### config.mk
export PLATFORM = sky130hd
export DESIGN_NAME = mac_row_flat
export DESIGN_NICKNAME = d
export VERILOG_FILES = /design/src/logic/dot_pkg.sv /design/src/logic/row_result_if.sv /design/src/logic/mac_element.sv /design/src/logic/mac_row.sv /design/src/flat_wrapper.sv
export SDC_FILE = /design/constraint.sdc
export NUM_CORES = 2
export LEC_CHECK = 0
export ABC_AREA = 1
export BUFFER_PORTS_ARGS = -buffer_cell sky130_fd_sc_hd__clkbuf_2
export CORE_ASPECT_RATIO = 1.2
export CORE_MARGIN = 5
export CORE_UTILIZATION = 40
export CTS_CLUSTER_DIAMETER = 80
export DETAILED_ROUTE_END_ITERATION = 12
export GPL_ROUTABILITY_DRIVEN = 0
export SYNTH_ARGS = -nofsm -noshare
export SYNTH_HDL_FRONTEND = slang
export SYNTH_SLANG_ARGS = --single-unit
### constraint.sdc
create_clock -name clk_i -period 7.3 [get_ports clk_i]
set_input_delay 0.365 -clock clk_i [delete_from_list [all_inputs] [get_ports clk_i]]
set_output_delay 0.365 -clock clk_i [all_outputs]
set_load 0.01 [all_outputs]
### src/logic/dot_pkg.sv
package dot_pkg;

  localparam int unsigned ADDR_W        = 4;
  localparam int unsigned DefaultHeight = 4;  // elements per row, keep even

  // signed Q8.8
  typedef logic signed [15:0] elem_t;

  typedef struct packed {
    logic [26:0] rsvd;
    logic        done;    // read only
    logic        busy;    // read only
    logic        flush;   // write, one-shot
    logic        negate;  // write, reads back
    logic        start;   // write, one-shot
  } ctrl_t;

  // one bus word, either two elements (low first) or the control/status view
  typedef union packed {
    elem_t [1:0] elems;
    ctrl_t       ctrl;
  } wb_word_u;

  // word offsets, two elements per word
  localparam int unsigned OffX = 0;

  function automatic int unsigned off_w0(int unsigned h);
    return h / 2;
  endfunction

  function automatic int unsigned off_w1(int unsigned h);
    return h;
  endfunction

  function automatic int unsigned off_bias(int unsigned h);
    return (3 * h) / 2;
  endfunction

  function automatic int unsigned off_ctrl(int unsigned h);
    return (3 * h) / 2 + 1;
  endfunction

  function automatic int unsigned off_result(int unsigned h);
    return (3 * h) / 2 + 2;
  endfunction

endpackage

### src/logic/row_result_if.sv
`timescale 1ns/1ns

interface row_result_if import dot_pkg::*; ();

  logic  valid;
  elem_t z;
  logic  busy;     // some stage of the row holds an item
  logic  advance;  // whole row shifts one stage

  modport row (
    output valid,
    output z,
    output busy,
    input  advance
  );

  modport sink (
    input  valid,
    input  z,
    input  busy,
    output advance
  );

endinterface

### src/logic/mac_element.sv
`timescale 1ns/1ns

module mac_element import dot_pkg::*; #(
  parameter  int unsigned NumOps = 1,  // operand pairs still to be used, this one included
  localparam int unsigned OutOps = (NumOps > 1) ? NumOps - 1 : 1
) (
  input  logic                    clk_i,
  input  logic                    rst_ni,
  input  logic                    advance_i,
  input  logic                    flush_i,
  input  logic                    valid_i,
  input  logic                    negate_i,
  input  elem_t                   sum_i,
  input  elem_t [NumOps-1:0][1:0] ops_i,  // [n][0] x, [n][1] w
  output logic                    valid_o,
  output logic                    negate_o,
  output elem_t                   sum_o,
  output elem_t [OutOps-1:0][1:0] ops_o
);

  logic signed [31:0] prod;
  elem_t              prod_q;
  elem_t              sum_d;

  assign prod   = ops_i[0][0] * ops_i[0][1];
  assign prod_q = prod[23:8];  // >>> 8, then keep 16 bits
  assign sum_d  = negate_i ? sum_i - prod_q : sum_i + prod_q;

  always_ff @(posedge clk_i or negedge rst_ni) begin
    if (!rst_ni) begin
      valid_o  <= 1'b0;
      negate_o <= 1'b0;
      sum_o    <= '0;
    end else if (flush_i) begin
      valid_o  <= 1'b0;
      negate_o <= 1'b0;
      sum_o    <= '0;
    end else if (advance_i) begin
      valid_o  <= valid_i;
      negate_o <= negate_i;
      sum_o    <= sum_d;
    end
  end

  // remaining pairs ride along with the item
  if (NumOps > 1) begin : gen_carry
    always_ff @(posedge clk_i or negedge rst_ni) begin
      if (!rst_ni) begin
        ops_o <= '0;
      end else if (flush_i) begin
        ops_o <= '0;
      end else if (advance_i) begin
        ops_o <= ops_i[NumOps-1:1];
      end
    end
  end else begin : gen_last
    assign ops_o = '0;  // nothing left after the last stage
  end

endmodule

### src/logic/mac_row.sv
`timescale 1ns/1ns

module mac_row import dot_pkg::*; #(
  parameter int unsigned Height = DefaultHeight
) (
  input  logic              clk_i,
  input  logic              rst_ni,
  input  logic              start_i,
  input  logic              flush_i,
  input  logic              negate_i,
  input  elem_t [Height-1:0] x_i,
  input  elem_t [Height-1:0] w_i,
  input  elem_t             bias_i,
  row_result_if.row         rr
);

  // first operand pair of stage k in the triangular operand array
  function automatic int pair_base(int k);
    return k * Height - (k * (k - 1)) / 2;
  endfunction

  localparam int unsigned NumPairs = pair_base(Height) + 1;

  // index 0 is the row input, index k+1 the register of element k
  logic  [Height:0]          valid;
  logic  [Height:0]          neg;
  elem_t [Height:0]          sum;
  elem_t [NumPairs-1:0][1:0] ops;

  assign valid[0] = start_i;
  assign neg[0]   = negate_i;
  assign sum[0]   = bias_i;

  for (genvar j = 0; j < Height; j++) begin : gen_load
    assign ops[j][0] = x_i[j];
    assign ops[j][1] = w_i[j];
  end

  for (genvar k = 0; k < Height; k++) begin : gen_elem
    localparam int unsigned Base   = pair_base(k);
    localparam int unsigned NOps   = Height - k;
    localparam int unsigned Next   = Base + NOps;
    localparam int unsigned OutOps = (NOps > 1) ? NOps - 1 : 1;

    mac_element #(
      .NumOps (NOps)
    ) u_elem (
      .clk_i     (clk_i),
      .rst_ni    (rst_ni),
      .advance_i (rr.advance),
      .flush_i   (flush_i),
      .valid_i   (valid[k]),
      .negate_i  (neg[k]),
      .sum_i     (sum[k]),
      .ops_i     (ops[Next-1:Base]),
      .valid_o   (valid[k+1]),
      .negate_o  (neg[k+1]),
      .sum_o     (sum[k+1]),
      .ops_o     (ops[Next+OutOps-1:Next])
    );
  end

  assign rr.valid = valid[Height];
  assign rr.z     = sum[Height];
  assign rr.busy  = |valid[Height:1];

  // the combiner relies on a stalled output holding still
  a_hold_on_stall : assert property (@(posedge clk_i) disable iff (!rst_ni)
    !rr.advance && !flush_i |=> $stable(rr.valid) && $stable(rr.z));

endmodule

### src/flat_wrapper.sv
// flat-port wrapper written by rule: the top's interface ports become plain ports
module mac_row_flat import dot_pkg::*;
#(
  parameter int unsigned Height = DefaultHeight
)
  (clk_i, rst_ni, start_i, flush_i, negate_i, x_i, w_i, bias_i, rr_valid, rr_z, rr_busy, rr_advance);
  row_result_if rr_i ();
  input  logic clk_i;
  input  logic rst_ni;
  input  logic start_i;
  input  logic flush_i;
  input  logic negate_i;
  input  elem_t [Height-1:0] x_i;
  input  elem_t [Height-1:0] w_i;
  input  elem_t bias_i;
  output wire logic [$bits(rr_i.valid)-1:0] rr_valid;
  output wire logic [$bits(rr_i.z)-1:0] rr_z;
  output wire logic [$bits(rr_i.busy)-1:0] rr_busy;
  input wire logic [$bits(rr_i.advance)-1:0] rr_advance;
  assign rr_valid = rr_i.valid;
  assign rr_z = rr_i.z;
  assign rr_busy = rr_i.busy;
  assign rr_i.advance = rr_advance;
  mac_row #(.Height(Height)) u_core (.clk_i(clk_i), .rst_ni(rst_ni), .start_i(start_i), .flush_i(flush_i), .negate_i(negate_i), .x_i(x_i), .w_i(w_i), .bias_i(bias_i), .rr(rr_i));
endmodule
---- Yosys cells after proc, flatten, opt, wreduce, memory -nomap -nowiden ----
Index checks and enable logic that the tools add are counted.
cells by class
  add/sub/neg operators ................... 8
  muxes and demuxes ....................... 32
  multiply operators ...................... 4
  reduce and logical (&&, ||, !) cells .... 2
operators by type and width
  operator                                        count
  16-bit 2-to-1 mux                               12
  96-bit 2-to-1 mux                               2
  64-bit 2-to-1 mux                               2
  16-bit by 16-bit multiplier with 24-bit output  4
  16-bit adder                                    4
  32-bit 2-to-1 mux                               2
  16-bit subtractor                               4
  1-bit 2-to-1 mux                                14
  4-bit OR reduction                              1
  2-bit nonzero test                              1
word-level totals
  word-level logic and storage cells ...... 69
  output and inout port bits .............. 18
  bits of input ports ..................... 150
  bits in registers ....................... 263

---- Longest topological paths before layout ----
  depth in word-level cells ............... 5
  mapped depth ............................ 48
  depth with buffers taken out ............ 46

---- Modules after synthesis ----
From an unflattened synthesis, not the netlist that was laid out.
unflattened totals
  cell total of the unflattened synthesis .. 6309
  area total of the unflattened synthesis .. 47601.9 um^2
by module, submodules not included
  module                                    instances  area each (um^2)  seq. area each (um^2)  cells an instance
  mac_element at u_core.gen_elem[0].u_elem  1          13425.4           2852.7                 1647
  mac_element at u_core.gen_elem[1].u_elem  1          12428.2           2052.0                 1602
  mac_element at u_core.gen_elem[2].u_elem  1          11309.6           1251.2                 1551
  mac_element at u_core.gen_elem[3].u_elem  1          10427.5           450.4                  1506
  mac_row                                   1          11.3              0.0                    3

---- Worst setup path before layout ----
No wires, ideal clock.
  path kind ............................... input port to flip-flop
  start ................................... input x_i[9] (netlist bit)
  end ..................................... register u_core.gen_elem[0].u_elem.sum_o[13]
  setup time .............................. 0.083 ns
  arrival ................................. 7.176 ns
  path buffers ............................ 2
  setup slack ............................. 0.041 ns
  stages on the path ...................... 36
  required time ........................... 7.217 ns
  cell sequence ........................... clkbuf_1 -> clkbuf_1 -> nand2_1 -> fa_1 -> fa_1 -> fa_1 -> fa_1 -> inv_1 -> fa_1 -> inv_1 -> fa_1 -> inv_1 -> ha_1 -> nand2_1 -> nor2_1 -> inv_1 -> nor2_1 -> nand2_1 -> nand3b_1 -> nand2_1 -> nand2_1 -> nor4_4 -> or2_2 -> xnor2_1 -> ha_1 -> nand2_1 -> inv_1 -> nand3_1 -> o21ai_0 -> nand2_1 -> nand2_1 -> a21oi_1 -> o21ai_0 -> a21boi_0 -> and2_1 -> o21ai_0
on the way
  word-level cells in the longest chain between the ends .. 5
  elaborated cells between the ends (all ways) .. 6
  classes of those cells .................. add/sub (2); mul (1); mux (3)
RTL lines
  what                                                      line                text
  from (decl)                                               flat_wrapper.sv:13  input elem_t [Height-1:0] x_i;
  16-bit by 16-bit multiplier with 24-bit output (*)        mac_element.sv:25   assign prod = ops_i[0][0] * ops_i[0][1];
  16-bit adder / 16-bit subtractor (equally long branches)  mac_element.sv:27   assign sum_d = negate_i ? sum_i - prod_q : sum_i + prod_q;
  16-bit 2-to-1 mux (*)                                     mac_element.sv:27
  16-bit 2-to-1 mux (*)                                     mac_element.sv:38   end else if (advance_i) begin
  16-bit 2-to-1 mux (*)                                     mac_element.sv:34   end else if (flush_i) begin
  to (signal assigned)                                      mac_element.sv:41   sum_o <= sum_d;
  to (decl)                                                 mac_element.sv:17   output elem_t sum_o,
Mark *: on every way between the ends. The rest lies on a longest branch, timed or not. The select of a mux whose other input is x is not followed.
A chain may end at the register's enable or synchronous reset.

---- Worst setup path in the final report ----
  start ................................... register u_core.gen_elem[1].u_elem.ops_o[8] (netlist bit)
  end ..................................... register u_core.gen_elem[2].u_elem.sum_o[15]
on the way
  word-level cells in the longest chain between the ends .. 5
  elaborated cells between the ends (all ways) .. 6
  classes of those cells .................. add/sub (2); mul (1); mux (3)
RTL lines
  what                                                      line               text
  from (decl)                                               mac_element.sv:18  output elem_t [OutOps-1:0][1:0] ops_o
  from (signal assigned)                                    mac_element.sv:53  ops_o <= ops_i[NumOps-1:1];
  16-bit by 16-bit multiplier with 24-bit output (*)        mac_element.sv:25
  16-bit adder / 16-bit subtractor (equally long branches)  mac_element.sv:27
  16-bit 2-to-1 mux (*)                                     mac_element.sv:27
  16-bit 2-to-1 mux (*)                                     mac_element.sv:38
  16-bit 2-to-1 mux (*)                                     mac_element.sv:34
  to (signal assigned)                                      mac_element.sv:41
  to (decl)                                                 mac_element.sv:17
Marked as above.

==> results.ini <==
[outcome]
status = completed

[placed_design]
dp_hpwl_mm = 104
io_buffers = 167
dp_slack_ns = -0.143

[yosys]
synth_seq_area_share_pct = 14.0
yosysUniqueCellTypes = 53
synth_flop_cell = dfrtp_1
synth_edf_count = 0
postSynthCellCount = 6354
yosys_warnings = 0
synth_top_area_share_pct = 31.9
synth-seq-cells = 263
synth_top_cell_by_area = fa_1
async_reset_ff_share_pct = 100
synth_nets = 7596
syn_area_um2 = 47000
synth_area_per_cell_um2 = 7.39
synth_area_leaders = fa_1 32%, inv_1 15%, nand2_1 14%, dfrtp_1 14%, ha_1 9.2%

[pwr]
p_switching_mw = 10.2
switching_share_pct = 49.5
p_total_mw = 20.5
p_int_mw = 10.4
seq_power_share_pct = 9.0
powerDensity_nw_per_um2 = 369
p_clk_share_pct = 8.4
p_leak_nw = 31.7
ir_drop_uv = 706
combPwrFrac_pct = 82.6

[route]
wl_met2_mm = 65.0
ant_nets = 0
dr.max_layer_used = met5
wl_mm = 125
wl_per_cell_um = 15.0
drc = 0
drt_iter0_drc = 1996
wl_met3_mm = 4.91
num_vias = 39900
viasPerCell = 4.75
firstDrtPassIters = 6
drt-met1-wl_mm = 50.9

[timing]
fin_crit_sh_pct = 98.7
setup_ws_ns = 0.0914
relSlewSlack_pct = 31.6
rsz0062_at_grt = true
setup_viol = 0
layout_min_cycle_time_ns = 7.21
fmax_mhz = 139
report.final.hold_viol_count = 0
max_slew.worst_pin.slew_ns = 1.03
clock-skew-final_ns = 0.0423
maxSlewViolCount = 0

[setup_path]
rr_startpoint = u_core.gen_elem[1].u_elem.ops_o[8]$_DFFE_PN0P_
critPathCapture = u_core.gen_elem[2].u_elem.sum_o[15]$_DFFE_PN0P_
cp.arrival_ns = 7.66
r2r-end = u_core.gen_elem[2].u_elem.sum_o[15]$_DFFE_PN0P_
startpoint = u_core.gen_elem[1].u_elem.ops_o[8]$_DFFE_PN0P_
critPathMaxFanout = 10
path_class = reg2reg
cp_slowest_cell = fa_1
critPathRequiredTime_ns = 7.75
max_stage_delay_ns = 0.54
rrSetupSlack_ns = 0.09
crit_path_end_kind = register
reg2regPathDepth = 40
cp-start-kind = register

[grt]
grt_pass1_vias = 41700
grtUsageTotal_pct = 20.3
grt_pass1_wl_mm = 206
grt_max_degree = 105
antenna_found_initial = 12
grt_overflow = 0

[layout]
final_cell_mix = 1,793 x inv_1, 1,733 x nand2_1, 741 x fa_1
nets = 8069
area_growth_syn_to_layout_pct = 18.4
mostFrequentLayoutCell = inv_1
drive_gt1_share_pct = 15.8

[clock_network]
cts.htree.levels = 2
numCtsBuffers = 35
cts.clk_slew.worst_paths_ns = 0.06
cts_num_sinks = 263
cts_tree = done
cts_root_buf = clkbuf_16
clk_latency_ns = 0.59
clockBufferDepth = 3

[die]
start_util_pct = 40.3
die_y_um = 385
rows = 137
die_w_um = 323
die-area_um2 = 124000
core_area_um2 = 116000
ioPinCount = 168

[min_path]
hp-class = in2reg
holdCritStartpoint = w_i[16]

[flow_run]
drv_cap = 0

per-stage QoR:
step                TNS [ns]  utilization, %  cells  hold WS [ns]  area (µm²)
finish                     0            47.8   8388        0.0243       55600
detailed placement    -0.853            44.5   8197         0.456       51800
floorplan                  0               -   6354        0.0694       47000
global placement      -0.171            44.5   8197         0.460       51800
CTS                        0            46.1   8318       0.00147       53700
global route           -1.50            47.8   8383        0.0123       55600
worst max-delay path: cells and delay by family (launching register included):
family          cells  cell delay, ns
compound gates      1            0.14
xor+xnor            2            0.37
fa+ha+maj           8            3.49
buf+inv            10            0.88
flops               1            0.44
simple gates       19            1.71
cell type report:
cell class / count / area (µm²)
timing repair buffer: 694 / 5090
antenna: 6 / 15.0
fill: 11400 / 60800
tap: 1529 / 1910
clock buffer: 45 / 963
sequential: 263 / 6640
clock inverter: 18 / 183
inverter: 1824 / 6860
multi-input combinational: 4009 / 33900
flip-flops by register name, indices dropped and copies added (netlist names):
signal                           cells
u_core.gen_elem.u_elem.ops_o       192
u_core.gen_elem.u_elem.sum_o        64
u_core.gen_elem.u_elem.valid_o       4
u_core.gen_elem.u_elem.negate_o      3
kinds of logic after synthesis:
family	synth area share (%)
XOR/XNOR	1.92
flip-flops	14.0
AO/OA/AOI/OAI	6.23
adder cells (fa/ha/maj)	41.1
AND/OR/NAND/NOR	20.0
buffers and inverters	16.7
worst min-delay path by stage:
stage | slack, ns | cells past startpoint | endpoint
6_report | 0.02 | 2 | u_core.gen_elem[0].u_elem.ops_o[16]$_DFFE_PN0P_
3_3_place_gp | 0.46 | 1 | u_core.gen_elem[0].u_elem.ops_o[59]$_DFFE_PN0P_
5_1_grt | 0.01 | 3 | u_core.gen_elem[0].u_elem.ops_o[40]$_DFFE_PN0P_
3_5_place_dp | 0.46 | 1 | u_core.gen_elem[0].u_elem.ops_o[59]$_DFFE_PN0P_
4_1_cts | 0.001 | 3 | u_core.gen_elem[0].u_elem.ops_o[46]$_DFFE_PN0P_
2_1_floorplan | 0.07 | 0 | u_core.gen_elem[0].u_elem.negate_o$_DFFE_PN0P_
repair_timing:
| item | CTS | global route |
|---|---|---|
| endpoints found under the setup margin | 12 | 26 |
| hold endpoints to repair | 156 | 0 |
| setup buffers | 1 | 64 |
| gates resized for setup | 47 | 343 |
| hold buffers | 57 | 0 |
| pin swaps | 4 | 168 |
power groups by stage:
| stage | logic, mW | registers, mW | clock network [mW] |
|---|---|---|---|
| final | 17.0 | 1.84 | 1.73 |
| after global routing | 19.4 | 1.86 | 1.83 |
| after CTS | 16.4 | 1.83 | 1.78 |
| after detailed placement | 16.3 | 1.85 | 0 |
| after global placement | 16.1 | 1.85 | 0 |
| after floorplan | 10.5 | 1.76 | 0 |
Yosys cell counts, types with 6 or more instances:
| library cell | number |
|---|---|
| inv_1 | 1816 |
| nand2_1 | 1794 |
| fa_1 | 748 |
| ha_1 | 344 |
| dfrtp_1 | 263 |
| clkbuf_1 | 221 |
| o21ai_0 | 206 |
| nor2_1 | 176 |
| nand3_1 | 171 |
| a21oi_1 | 143 |
| xor2_1 | 69 |
| o22ai_1 | 55 |
| nand4_1 | 33 |
| a22o_1 | 28 |
| nand3b_1 | 28 |
| xnor2_1 | 27 |
| nand2_2 | 26 |
| nor3_1 | 22 |
| buf_2 | 17 |
| or2_2 | 17 |
| a32o_1 | 13 |
| nor2_2 | 11 |
| o21bai_1 | 11 |
| o31ai_1 | 10 |
| buf_1 | 8 |
| a21o_1 | 7 |
| and2_1 | 7 |
| clkbuf_2 | 7 |
| o21ai_1 | 7 |
| inv_2 | 6 |
| nand3_2 | 6 |
metal layers:
metal | vias up | global-route usage [%]
li1 | 19400 | -
met4 | 10 | 6.97
met1 | 19500 | 24.4
met3 | 237 | 2.36
met2 | 733 | 37.5
met5 | - | 0
Note: power is estimated with default switching activity, not from simulation.
