**src/logic/dot_pkg.sv**
```systemverilog
package dot_pkg;

  localparam int unsigned ADDR_W        = 4;
  localparam int unsigned DefaultHeight = 4;  // elements per row, keep even

  // signed Q8.8
  typedef logic signed [15:0] elem_t;

  typedef struct packed {
    logic [26:0] rsvd;
    logic        done;    // read only
    logic        busy;    // read only
    logic        flush;   // write, one-shot
    logic        negate;  // write, reads back
    logic        start;   // write, one-shot
  } ctrl_t;

  // one bus word, either two elements (low first) or the control/status view
  typedef union packed {
    elem_t [1:0] elems;
    ctrl_t       ctrl;
  } wb_word_u;

  // word offsets, two elements per word
  localparam int unsigned OffX = 0;

  function automatic int unsigned off_w0(int unsigned h);
    return h / 2;
  endfunction

  function automatic int unsigned off_w1(int unsigned h);
    return h;
  endfunction

  function automatic int unsigned off_bias(int unsigned h);
    return (3 * h) / 2;
  endfunction

  function automatic int unsigned off_ctrl(int unsigned h);
    return (3 * h) / 2 + 1;
  endfunction

  function automatic int unsigned off_result(int unsigned h);
    return (3 * h) / 2 + 2;
  endfunction

endpackage

```
**src/logic/operand_regs.sv**
```systemverilog
`timescale 1ns/1ns

module operand_regs import dot_pkg::*; #(
  parameter int unsigned Height = DefaultHeight
) (
  input  logic               clk_i,
  input  logic               rst_ni,
  input  logic               wb_cyc_i,
  input  logic               wb_stb_i,
  input  logic               wb_we_i,
  input  logic [ADDR_W-1:0]  wb_adr_i,
  input  logic [31:0]        wb_dat_i,
  input  logic [3:0]         wb_sel_i,
  output logic [31:0]        wb_dat_o,
  output logic               wb_ack_o,
  input  wb_word_u           result_i,
  input  logic               done_i,
  input  logic               busy_i,
  output elem_t [Height-1:0] x_o,
  output elem_t [Height-1:0] w0_o,
  output elem_t [Height-1:0] w1_o,
  output elem_t              bias0_o,
  output elem_t              bias1_o,
  output logic               negate_o,
  output logic               start_o,
  output logic               flush_o,
  output logic               result_read_o
);

  localparam int unsigned OffW0     = off_w0(Height);
  localparam int unsigned OffW1     = off_w1(Height);
  localparam int unsigned OffBias   = off_bias(Height);
  localparam int unsigned OffCtrl   = off_ctrl(Height);
  localparam int unsigned OffResult = off_result(Height);

  logic        req;
  logic        wr;
  logic        rd;
  int unsigned adr;
  wb_word_u    wdat;
  wb_word_u    rdata;
  wb_word_u    dat_q;

  assign req  = wb_cyc_i & wb_stb_i & ~wb_ack_o;  // ack drops after one cycle
  assign wr   = req & wb_we_i;
  assign rd   = req & ~wb_we_i;
  assign adr  = 32'(wb_adr_i);
  assign wdat = wb_dat_i;

  assign result_read_o = rd && (adr == OffResult);  // clears done on the ack edge
  assign wb_dat_o      = dat_q;

  always_ff @(posedge clk_i or negedge rst_ni) begin
    if (!rst_ni) begin
      wb_ack_o <= 1'b0;
      dat_q    <= '0;
    end else begin
      wb_ack_o <= req;
      if (rd) dat_q <= rdata;
    end
  end

  always_ff @(posedge clk_i or negedge rst_ni) begin
    if (!rst_ni) begin
      x_o      <= '0;
      w0_o     <= '0;
      w1_o     <= '0;
      bias0_o  <= '0;
      bias1_o  <= '0;
      negate_o <= 1'b0;
      start_o  <= 1'b0;
      flush_o  <= 1'b0;
    end else begin
      start_o <= 1'b0;
      flush_o <= 1'b0;
      if (wr) begin
        for (int i = 0; i < Height / 2; i++) begin
          if (adr == OffX + i)  x_o[2*i +: 2]  <= wdat.elems;
          if (adr == OffW0 + i) w0_o[2*i +: 2] <= wdat.elems;
          if (adr == OffW1 + i) w1_o[2*i +: 2] <= wdat.elems;
        end
        if (adr == OffBias) begin
          bias0_o <= wdat.elems[0];
          bias1_o <= wdat.elems[1];
        end
        if (adr == OffCtrl) begin
          negate_o <= wdat.ctrl.negate;
          start_o  <= wdat.ctrl.start;
          flush_o  <= wdat.ctrl.flush;
        end
      end
    end
  end

  // unmapped words read as 0
  always_comb begin
    rdata = '0;
    for (int i = 0; i < Height / 2; i++) begin
      if (adr == OffX + i)  rdata.elems = x_o[2*i +: 2];
      if (adr == OffW0 + i) rdata.elems = w0_o[2*i +: 2];
      if (adr == OffW1 + i) rdata.elems = w1_o[2*i +: 2];
    end
    if (adr == OffBias) begin
      rdata.elems[0] = bias0_o;
      rdata.elems[1] = bias1_o;
    end
    if (adr == OffCtrl) begin
      rdata.ctrl.negate = negate_o;
      rdata.ctrl.busy   = busy_i;
      rdata.ctrl.done   = done_i;
    end
    if (adr == OffResult) rdata = result_i;
  end

  a_ack_after_req : assert property (@(posedge clk_i) disable iff (!rst_ni)
    wb_ack_o |-> $past(wb_cyc_i && wb_stb_i));

  // word writes only, the master is expected to drive all byte lanes
  a_full_word_write : assert property (@(posedge clk_i) disable iff (!rst_ni)
    wb_cyc_i && wb_stb_i && wb_we_i |-> &wb_sel_i);

endmodule

```
**config.mk**
```make
export PLATFORM = sky130hd
export DESIGN_NAME = operand_regs
export DESIGN_NICKNAME = d
export VERILOG_FILES = /design/src/logic/dot_pkg.sv /design/src/logic/operand_regs.sv
export SDC_FILE = /design/constraint.sdc
export NUM_CORES = 1
export LEC_CHECK = 0
export ABC_AREA = 0
export BUFFER_PORTS_ARGS = -buffer_cell sky130_fd_sc_hd__buf_2
export CAP_MARGIN = 20
export CORE_MARGIN = 2
export CORE_UTILIZATION = 54
export CTS_BUF_LIST = sky130_fd_sc_hd__clkbuf_8
export CTS_CLUSTER_SIZE = 20
export DETAILED_ROUTE_END_ITERATION = 12
export PLACE_DENSITY = 0.86
export SKIP_CTS_REPAIR_TIMING = 1
export SYNTH_ARGS = -nofsm -noshare
export SYNTH_HDL_FRONTEND = slang
export SYNTH_SLANG_ARGS = --single-unit
```
**constraint.sdc**
```tcl
create_clock -name clk_i -period 2.6 [get_ports clk_i]
set_clock_uncertainty 0.15 [all_clocks]
set_input_delay 0.52 -clock clk_i [delete_from_list [all_inputs] [get_ports clk_i]]
set_output_delay 0.52 -clock clk_i [all_outputs]
set_load 0.1 [all_outputs]
```
Word-level counts from Yosys, hierarchy flattened. Cells that the tools add are included.

Word-level logic and storage cells: 57. Input bits: 79. Output and inout bits: 261. Register bits after elaboration: 260.

Bitwise logic cells: 6. Multiplexer cells: 14. Reduce and logical (&&, ||, !) cells: 10. Equal/unequal tests: 8.

Operator list (count): $mux W32 (8); $logic_not A32 Y1 (1); $eq A4 B3 Y1 const B (4); $reduce_and A2 Y1 (8); $eq A4 B2 Y1 const B (2); $mux W1 (5); $and A1 B1 Y1 (4); $eq A4 B1 Y1 const B (1); $eq A4 B4 Y1 const B (1); $mux W2 (1); $not A1 Y1 (2); $logic_and A1 B1 Y1 (1).

Longest topological paths before layout. Gate-level depths: netlist of run 1.

Depth after elaboration: 10. Mapped depth: 8. Mapped depth without buffers: 5.

Worst setup path after synthesis of run 1. OpenSTA, ideal clock, no wires.

Kind: reg-to-output. From: reg wb_ack_o. To: out result_read_o. Stages on the path, launching flop included: 4. Arrival: 2.845 ns. Path slack: -0.915 ns. Data required time: 1.930 ns. Path through: dfrtp_1 -> or3_1 -> clkbuf_1 -> nor2_1.

Longest elaborated chain between the ends: 4.

RTL lines: start, declared (RTL line operand_regs.sv:15) `output logic wb_ack_o,`; start signal, assigned (RTL line operand_regs.sv:58) `wb_ack_o <= req;`; $not A1 Y1 (RTL line operand_regs.sv:44) `assign req = wb_cyc_i & wb_stb_i & ~wb_ack_o;`; $and A1 B1 Y1 (RTL line operand_regs.sv:44); $and A1 B1 Y1 (RTL line operand_regs.sv:46) `assign rd = req & ~wb_we_i;`; $logic_and A1 B1 Y1 (RTL line operand_regs.sv:50) `assign result_read_o = rd && (adr == OffResult);`; end, declared (RTL line operand_regs.sv:27) `output logic result_read_o`.

Every way passes these cells.

Final worst setup path of run 1. Ends and elaborated chain as after synthesis.

==> metrics.md, run 1 <==
| Metric | Value |
|---|---|
| Routed wire length | roughly 37,000 microns |
| Maximum clock insertion buffer count | 3 |
| Overall overflow remaining after global route | 0 |
| Final hold violations | 0 |
| Share of synthesized cell area in full adder, half adder and majority cells | 0% |
| Post-detail-place hpwl | 25,100 microns |
| Ratio of cells with drive above 1 in the final layout | 51.2% |
| Y dimension of the die | 151 microns |
| Pwr Density | between 900 and 1000 nW/um^2 |
| WP data required | 1.93 ns |
| First-pass GRT wire length | 55,700 microns |
| Clock latency on the worst-skew pair | 0.54 ns |
| Total negative setup slack | 0 ns |
| Routing usage on met3 | about 9.1% |
| Multi-input logic area | 4850 sq um |
| Max frequency | 0.416 GHz |
| Grt met1 use | 41.4% |
| Starting density of the core | 55.2% |
| Final period demand of the worst path | 2.40 ns |
| Reported leakage power | slightly below 8 nW |
| Die width | 151 microns |
| Type of the setup path with the least slack | reg2out |
| CTS tree | built |
| Worst Path Max Fanout | 4 |
| Cts bufs inserted | 44 |
| Pre-CTS worst setup slack | just under 0.2 ns |
| Xor/xnor share of the synthesized area | 0% |
| Pre-Repair DR Iteration Count | 6 |
| Number of setup violations in the final report | 0 |
| Slew of the pin with the lowest slew margin | about 0.57 ns |
| Crit start category | flip-flop |
| Number of nets still failing antenna checks after routing | 0 |
| Placeable Area | roughly 21,000 sq um |
| H-tree level count | 2 |
| Clock Pin Slew Worst Setup and Hold Paths | around 0.060 ns |
| Layout Nets | 1,349 |
| Area share of and/or/nand/nor cells after synthesis | under 10% |
| Count of yosys warnings during synthesis | 0 |
| Period Utilization, post-route | between 90% and 100% |
| Sinks on the clock net | 260 |
| Multiplexer share of the synthesized area | ~28% |
| Net count of the mapped netlist | 990 |
| Weighted congestion reported at the end of routability-driven placement | 0.878 |
| Largest net degree at the start of global routing | 69 |
| Sequential cell area fraction in the yosys report | 55.9% |
| Cell Rows | between 50 and 60 |
| Clk Tree Root Cell | clkbuf_8 |
| Total global-route track usage | 32.4% |
| WL per Instance | 23.5 microns |
| Average cell area after synthesis | 12.8 sq um |
| Total standard cell area after synthesis | 11,600 sq um |
| Detailed-route via count | 9,513 |
| Class of the most critical hold timing path | in2reg |
| Busiest layer in global routing | met2 |
| Slew HR | about three fifths |
| Outcome | finished, final reports clean |
| Slack of the critical path | ~0.20 ns |
| Filler cells | between 1,500 and 2,000 |
| Total of buffers placed on input and output ports | 335 |
| Sort of element at the end of the critical path | output pin |
| Maximum resistive drop on vdd | around 0.00063 V |
| Drt via density | 6.02 |
| Max_cap viols | 0 |
| Worst EP arrival | 1.73 ns |
| Total die area | 22,700 sq um |
| Area of all sequential standard cells | 6510 sq um |
| I/O Pins | 340 |
| Met2 layer usage reported by global route | 51.5% |
| Number of distinct library cell variants in the gate-level netlist after synthesis | 41 |
| Compound-cell area share of the yosys netlist | 8.16% |
| Dominant combinational cell family by area after synthesis | multiplexers |
| Setup repair after global routing missed its margin | false |
| DRC violations left | 0 |
| Max-slew violation count | 0 |
| Via count of the first global-routing pass | 9,741 |
| Initial antenna violation count | 3 |
| Synthesized netlist cell count | roughly 900 |
| Post-synthesis register bit count | 260 |
| Synthesis-to-layout area growth | 26.2% |
| Detailed router's first-iteration violation count | 635 |
[flip-flops by register name (all words and copies together) (netlist names)]
register	flops
flush_o	1
bias1_o	16
w0_o	64
bias0_o	16
start_o	1
negate_o	1
wb_ack_o	1
w1_o	64
wb_dat_o	32
x_o	64
[cell type report]
type / instances / share of cell area, %
sequential: 260 / 44.3
multi-input combinational: 584 / 33.0
timing repair buffer: 378 / 14.4
clock buffer: 56 / 5.25
tap: 275 / 2.34
clock inverter: 22 / 0.596
antenna: 4 / 0.0681
inverter: 2 / 0.0511
[worst paths after layout]
kind	startpoint	to	slack [ns]	depth (start not counted)
setup / recovery	wb_ack_o	result_read_o	0.20	3
hold / removal	result_i[23]	wb_dat_o[23]	0.06	3
setup reg to reg	wb_ack_o	w0_o[35]	0.39	5
hold reg to reg	wb_ack_o	wb_ack_o	0.32	1
max in group asynchronous	rst_ni	x_o[44]	1.18	3
min in group asynchronous	rst_ni	w0_o[32]	0.40	2
[layout by cell type (no fill, tap or decap), drive strengths merged]
cell type and instances:
a311o 1, and3b 2, and4b 1, o21ai 37, buf 377, clkbuf 56
nand3 12, a32oi 2, o221ai 5, nor2 47, nand4b 1, nand2 44
nor4 2, nand4 1, diode 4, mux2i 72, a222oi 5, and2b 2
o211ai 1, and2 2, a31oi 8, nand2b 6, mux2 223, dlygate4sd3 1
or2 1, or3 2, nor2b 4, clkinv 4, a21oi 10, a22oi 8
a21o 1, o41ai 2, inv 20, dfrtp 260, o22ai 72, nor4b 1
nor3 5, nand3b 4
[cells in the mapped netlist (all sizes together)]
library cell	count	share of area (%)
nand4b	1	0.075
nand3b	4	0.26
nor4b	1	0.075
o22ai	72	3.9
a32oi	2	0.15
a31oi	8	0.43
a21oi	10	0.43
and4b	1	0.086
mux2	223	22
mux2i	72	6.2
a222oi	5	0.43
a311o	1	0.086
nor3	5	0.26
o211ai	1	0.065
nand4	1	0.054
nand3	12	0.52
inv	2	0.065
nor2b	4	0.21
a22oi	8	0.52
o41ai	2	0.15
a21o	1	0.065
and2	2	0.11
o21ai	37	1.6
clkbuf	20	0.65
or2	1	0.054
buf	45	2.0
and3b	2	0.15
or3	2	0.11
o221ai	5	0.38
nor2	47	1.5
nand2	44	1.4
nor4	2	0.11
and2b	2	0.13
dfrtp	260	56
nand2b	6	0.32
[metrics by stage]
| stage | total power, W | hold slack [ns] | cells | util (%) | area (sq um) |
|---|---|---|---|---|---|
| 3_3_place_gp | 0.0102 | 0.302 | 1498 | 65.5 | 13800 |
| 2_1_floorplan | 0.00922 | 0.0744 | 911 | - | 11600 |
| 5_1_grt | 0.0142 | 0.0622 | 1580 | 69.7 | 14700 |
| 6_report | 0.0138 | 0.0550 | 1581 | 69.7 | 14700 |
| 4_1_cts | 0.0138 | -0.203 | 1576 | 69.6 | 14700 |
| 3_5_place_dp | 0.0103 | 0.310 | 1498 | 65.5 | 13800 |
[power breakdown]
part           leakage, nW  switching [W]  total (W)  internal, W
Combinational         3.89        0.00446    0.00534     0.000878
Sequential            3.48       0.000381    0.00492      0.00454
Clock                0.514        0.00161    0.00353      0.00192
[worst max-delay path, cell delays in order, from the launching register on]
cell and delay [ns]:
dfrtp_2 0.41, or3_4 0.43, nor2_4 0.15, buf_12 0.19
[per-layer routing]
| layer | part of all wire (%) | wire length, microns | vias to the layer above |
|---|---|---|---|
| met3 | 10 | 3850 | 126 |
| li1 | - | - | 4092 |
| met1 | 38 | 14200 | 4740 |
| met5 | 0 | 0 | - |
| met4 | 4.3 | 1600 | 0 |
| met2 | 47 | 17500 | 555 |
[cell families after synthesis]
logic type / Yosys count
multiplexers: 295
flip-flops: 260
AO/OA/AOI/OAI: 152
AND/OR/NAND/NOR: 137
buffers and inverters: 67
Note: power is estimated with default switching activity, not from simulation.
==> run 2: changes to the inputs <==
--- a/config.mk
+++ b/config.mk
@@ -6,14 +6,14 @@
 export NUM_CORES = 1
 export LEC_CHECK = 0
 export ABC_AREA = 0
-export BUFFER_PORTS_ARGS = -buffer_cell sky130_fd_sc_hd__buf_2
 export CAP_MARGIN = 20
 export CORE_MARGIN = 2
-export CORE_UTILIZATION = 54
+export CORE_UTILIZATION = 64
 export CTS_BUF_LIST = sky130_fd_sc_hd__clkbuf_8
 export CTS_CLUSTER_SIZE = 20
 export DETAILED_ROUTE_END_ITERATION = 12
-export PLACE_DENSITY = 0.86
+export DONT_BUFFER_PORTS = 1
+export PLACE_DENSITY = 0.83
 export SKIP_CTS_REPAIR_TIMING = 1
 export SYNTH_ARGS = -nofsm -noshare
 export SYNTH_HDL_FRONTEND = slang
==> run 2 against run 1 <==
The run now ends with negative hold slack left. Final cell count is 11% lower. Cell area is 0.86% lower. Non-clock buffer count is 115 lower. Maximum frequency is 4.4% lower. Critical endpoint unchanged.
==> metrics.md, run 2 (synthesis gave the netlist of run 1 again) <==
| Metric | Value |
|---|---|
| Maximum clock insertion buffer count | 3 |
| Post-detail-place hpwl | 22,800 microns |
| Worst EP arrival | 1.84 ns |
| Number of setup violations in the final report | 0 |
| Sinks on the clock net | 260 |
| Placeable Area | 17,900 sq um |
| Max-slew violation count | 0 |
| Drt via density | around 6.7 |
| Cell Rows | 49 |
| Number of cells traversed by the worst register-to-register path | 6 |
| Cell with the largest stage delay on the worst path | or3_2 |
| Registers with the most flip-flops | w0_o: 64 flops, w1_o: 64 flops, x_o: 64 flops |
| Clock latency on the worst-skew pair | between 0.5 and 0.6 ns |
| Ratio of cells with drive above 1 in the final layout | between 40% and 50% |
| Total die area | 19,300 sq um |
| Total global-route track usage | 36.6% |
| Y dimension of the die | 139 microns |
| Most common cell after layout, fill and taps aside | dfrtp_1 |
| Category of cells accounting for the largest share of critical-path delay | simple AND/OR/NAND/NOR gates |
| CTS tree | built |
| Class of the most critical hold timing path | in2async |
| Sort of element at the end of the critical path | output pin |
| H-tree level count | 2 |
| Largest net degree at the start of global routing | 261 |
| Overall overflow remaining after global route | 0 |
| First-pass GRT wire length | 54,400 microns |
| Cts bufs inserted | 43 |
| Final period demand of the worst path | 2.51 ns |
| Delay of the slowest critical-path stage | 0.52 ns |
| Via count of the first global-routing pass | approximately 9,400 |
| Weighted congestion reported at the end of routability-driven placement | 0.866 |
| Synthesis-to-layout area growth | 25.1% |
| Diode insertion count for antenna repair | 0 |
| WP data required | 1.93 ns |
| Type of the setup path with the least slack | reg2out |
| Max frequency | roughly 0.4 GHz |
| DRC violations left | 0 |
| Detailed router's first-iteration violation count | around 760 |
| Total stage count of the critical path | 3 |
| Buf+Inv Stages, Crit Path | 1 |
| Placed cells | ~1,300 |
| Number of non-filler instances in the completed layout | 1,406 |
| Total negative setup slack | 0 ns |
| Dpl cell area | 13,400 sq um |
| Starting density of the core | 65.0% |
| Final hold violations | 260 |
| Commonest cells after routing, fill and taps aside | dfrtp_1, mux2_2, buf_4, mux2i_1, o22ai_1 |
| WL per Instance | 26.6 microns |
| Total of buffers placed on input and output ports | 0 |
| Initial antenna violation count | 0 |
| Crit start category | flip-flop |
| Slew HR | 33.6% |
| Slew of the pin with the lowest slew margin | between 0.9 and 1 ns |
| Final Hold Slack | -0.476 ns |
| CP cell instances | or3_2 -> nor2_4 -> buf_6 |
| Period Utilization, post-route | between 90% and 100% |
| Clk Tree Root Cell | clkbuf_8 |
| Final core area utilization | 81.4% |
| Finished layout cell area | 14,600 sq um |
| Number of nets still failing antenna checks after routing | 0 |
| Pre-Repair DR Iteration Count | 5 |
| Clock Pin Slew Worst Setup and Hold Paths | 0.06 ns |
| I/O Pins | 340 |
| Detailed-route via count | 9,355 |
| Pwr Density | 935 nW/um^2 |
| Worst Path Max Fanout | 4 |
| Setup repair after global routing missed its margin | false |
| Max_cap viols | 0 |
| Maximum resistive drop on vdd | between 0.0006 and 0.0007 V |
| Failing checks | negative hold slack |
| Outcome | complete, but fails checks |
| Die width | 139 microns |
| Layout Nets | 1,233 |
| Routed wire length | 37,400 microns |
| Reported leakage power | 7.29 nW |
## run 2: cell types whose count changed in the layout (fill, tap and decap cells not counted), moves of 3 or more
cell | before | now
buf_4 | 36 | 219
clkbuf_8 | 56 | 53
inv_1 | 20 | 12
dlygate4sd3_1 | 1 | 39
diode_2 | 4 | 0
buf_2 | 332 | 0
buf_12 | 8 | 4
## run 2: cell type report
cell class | instances | area (sq um)
clock inverter | 15 | 65.1
clock buffer | 53 | 729
tap | 229 | 287
fill | 946 | 3340
sequential | 260 | 6510
inverter | 2 | 7.51
timing repair buffer | 263 | 2130
multi-input combinational | 584 | 4840
## run 2: worst paths after layout
check,from,end,slack (ns)
min in group clk_i,wb_dat_i[13],w1_o[45],0.03
max,wb_ack_o,result_read_o,0.09
min reg2reg,wb_ack_o,wb_ack_o,0.33
max reg2reg,wb_ack_o,wb_dat_o[3],0.42
max in group asynchronous,rst_ni,x_o[4],2.18
min,rst_ni,w0_o[0],-0.48
## run 2: power breakdown
group	switching, W	internal (W)
clock network	0.00159	0.00182
logic	0.00349	0.000991
registers	0.00122	0.00451
total	0.00630	0.00732
## run 2: routing by layer
metal	global-route usage, %	up-vias	part of all wire [%]
met4	17.3	0	4.9
met2	60.6	636	49
met1	43.7	4699	36
met3	12.1	169	11
met5	0	-	0
li1	-	3851	-
## run 2: stage by stage
stage	hold WS [ns]	power, W	setup slack, ns
2_1_floorplan	0.0744	0.00922	0.175
3_3_place_gp	0.0825	0.0100	0.407
3_5_place_dp	0.0805	0.0101	0.380
4_1_cts	-0.494	0.0135	0.0186
5_1_grt	-0.504	0.0140	0.0326
6_report	-0.476	0.0136	0.0880
## run 2: worst reg2reg max path: cells and delay by family, from the launching register on
kind / cells / cell delay (ns)
and+or+nand+nor: 2 / 0.73
buffers and inverters: 2 / 0.54
DFF: 1 / 0.42
AOI/OAI and AO/OA: 2 / 0.26
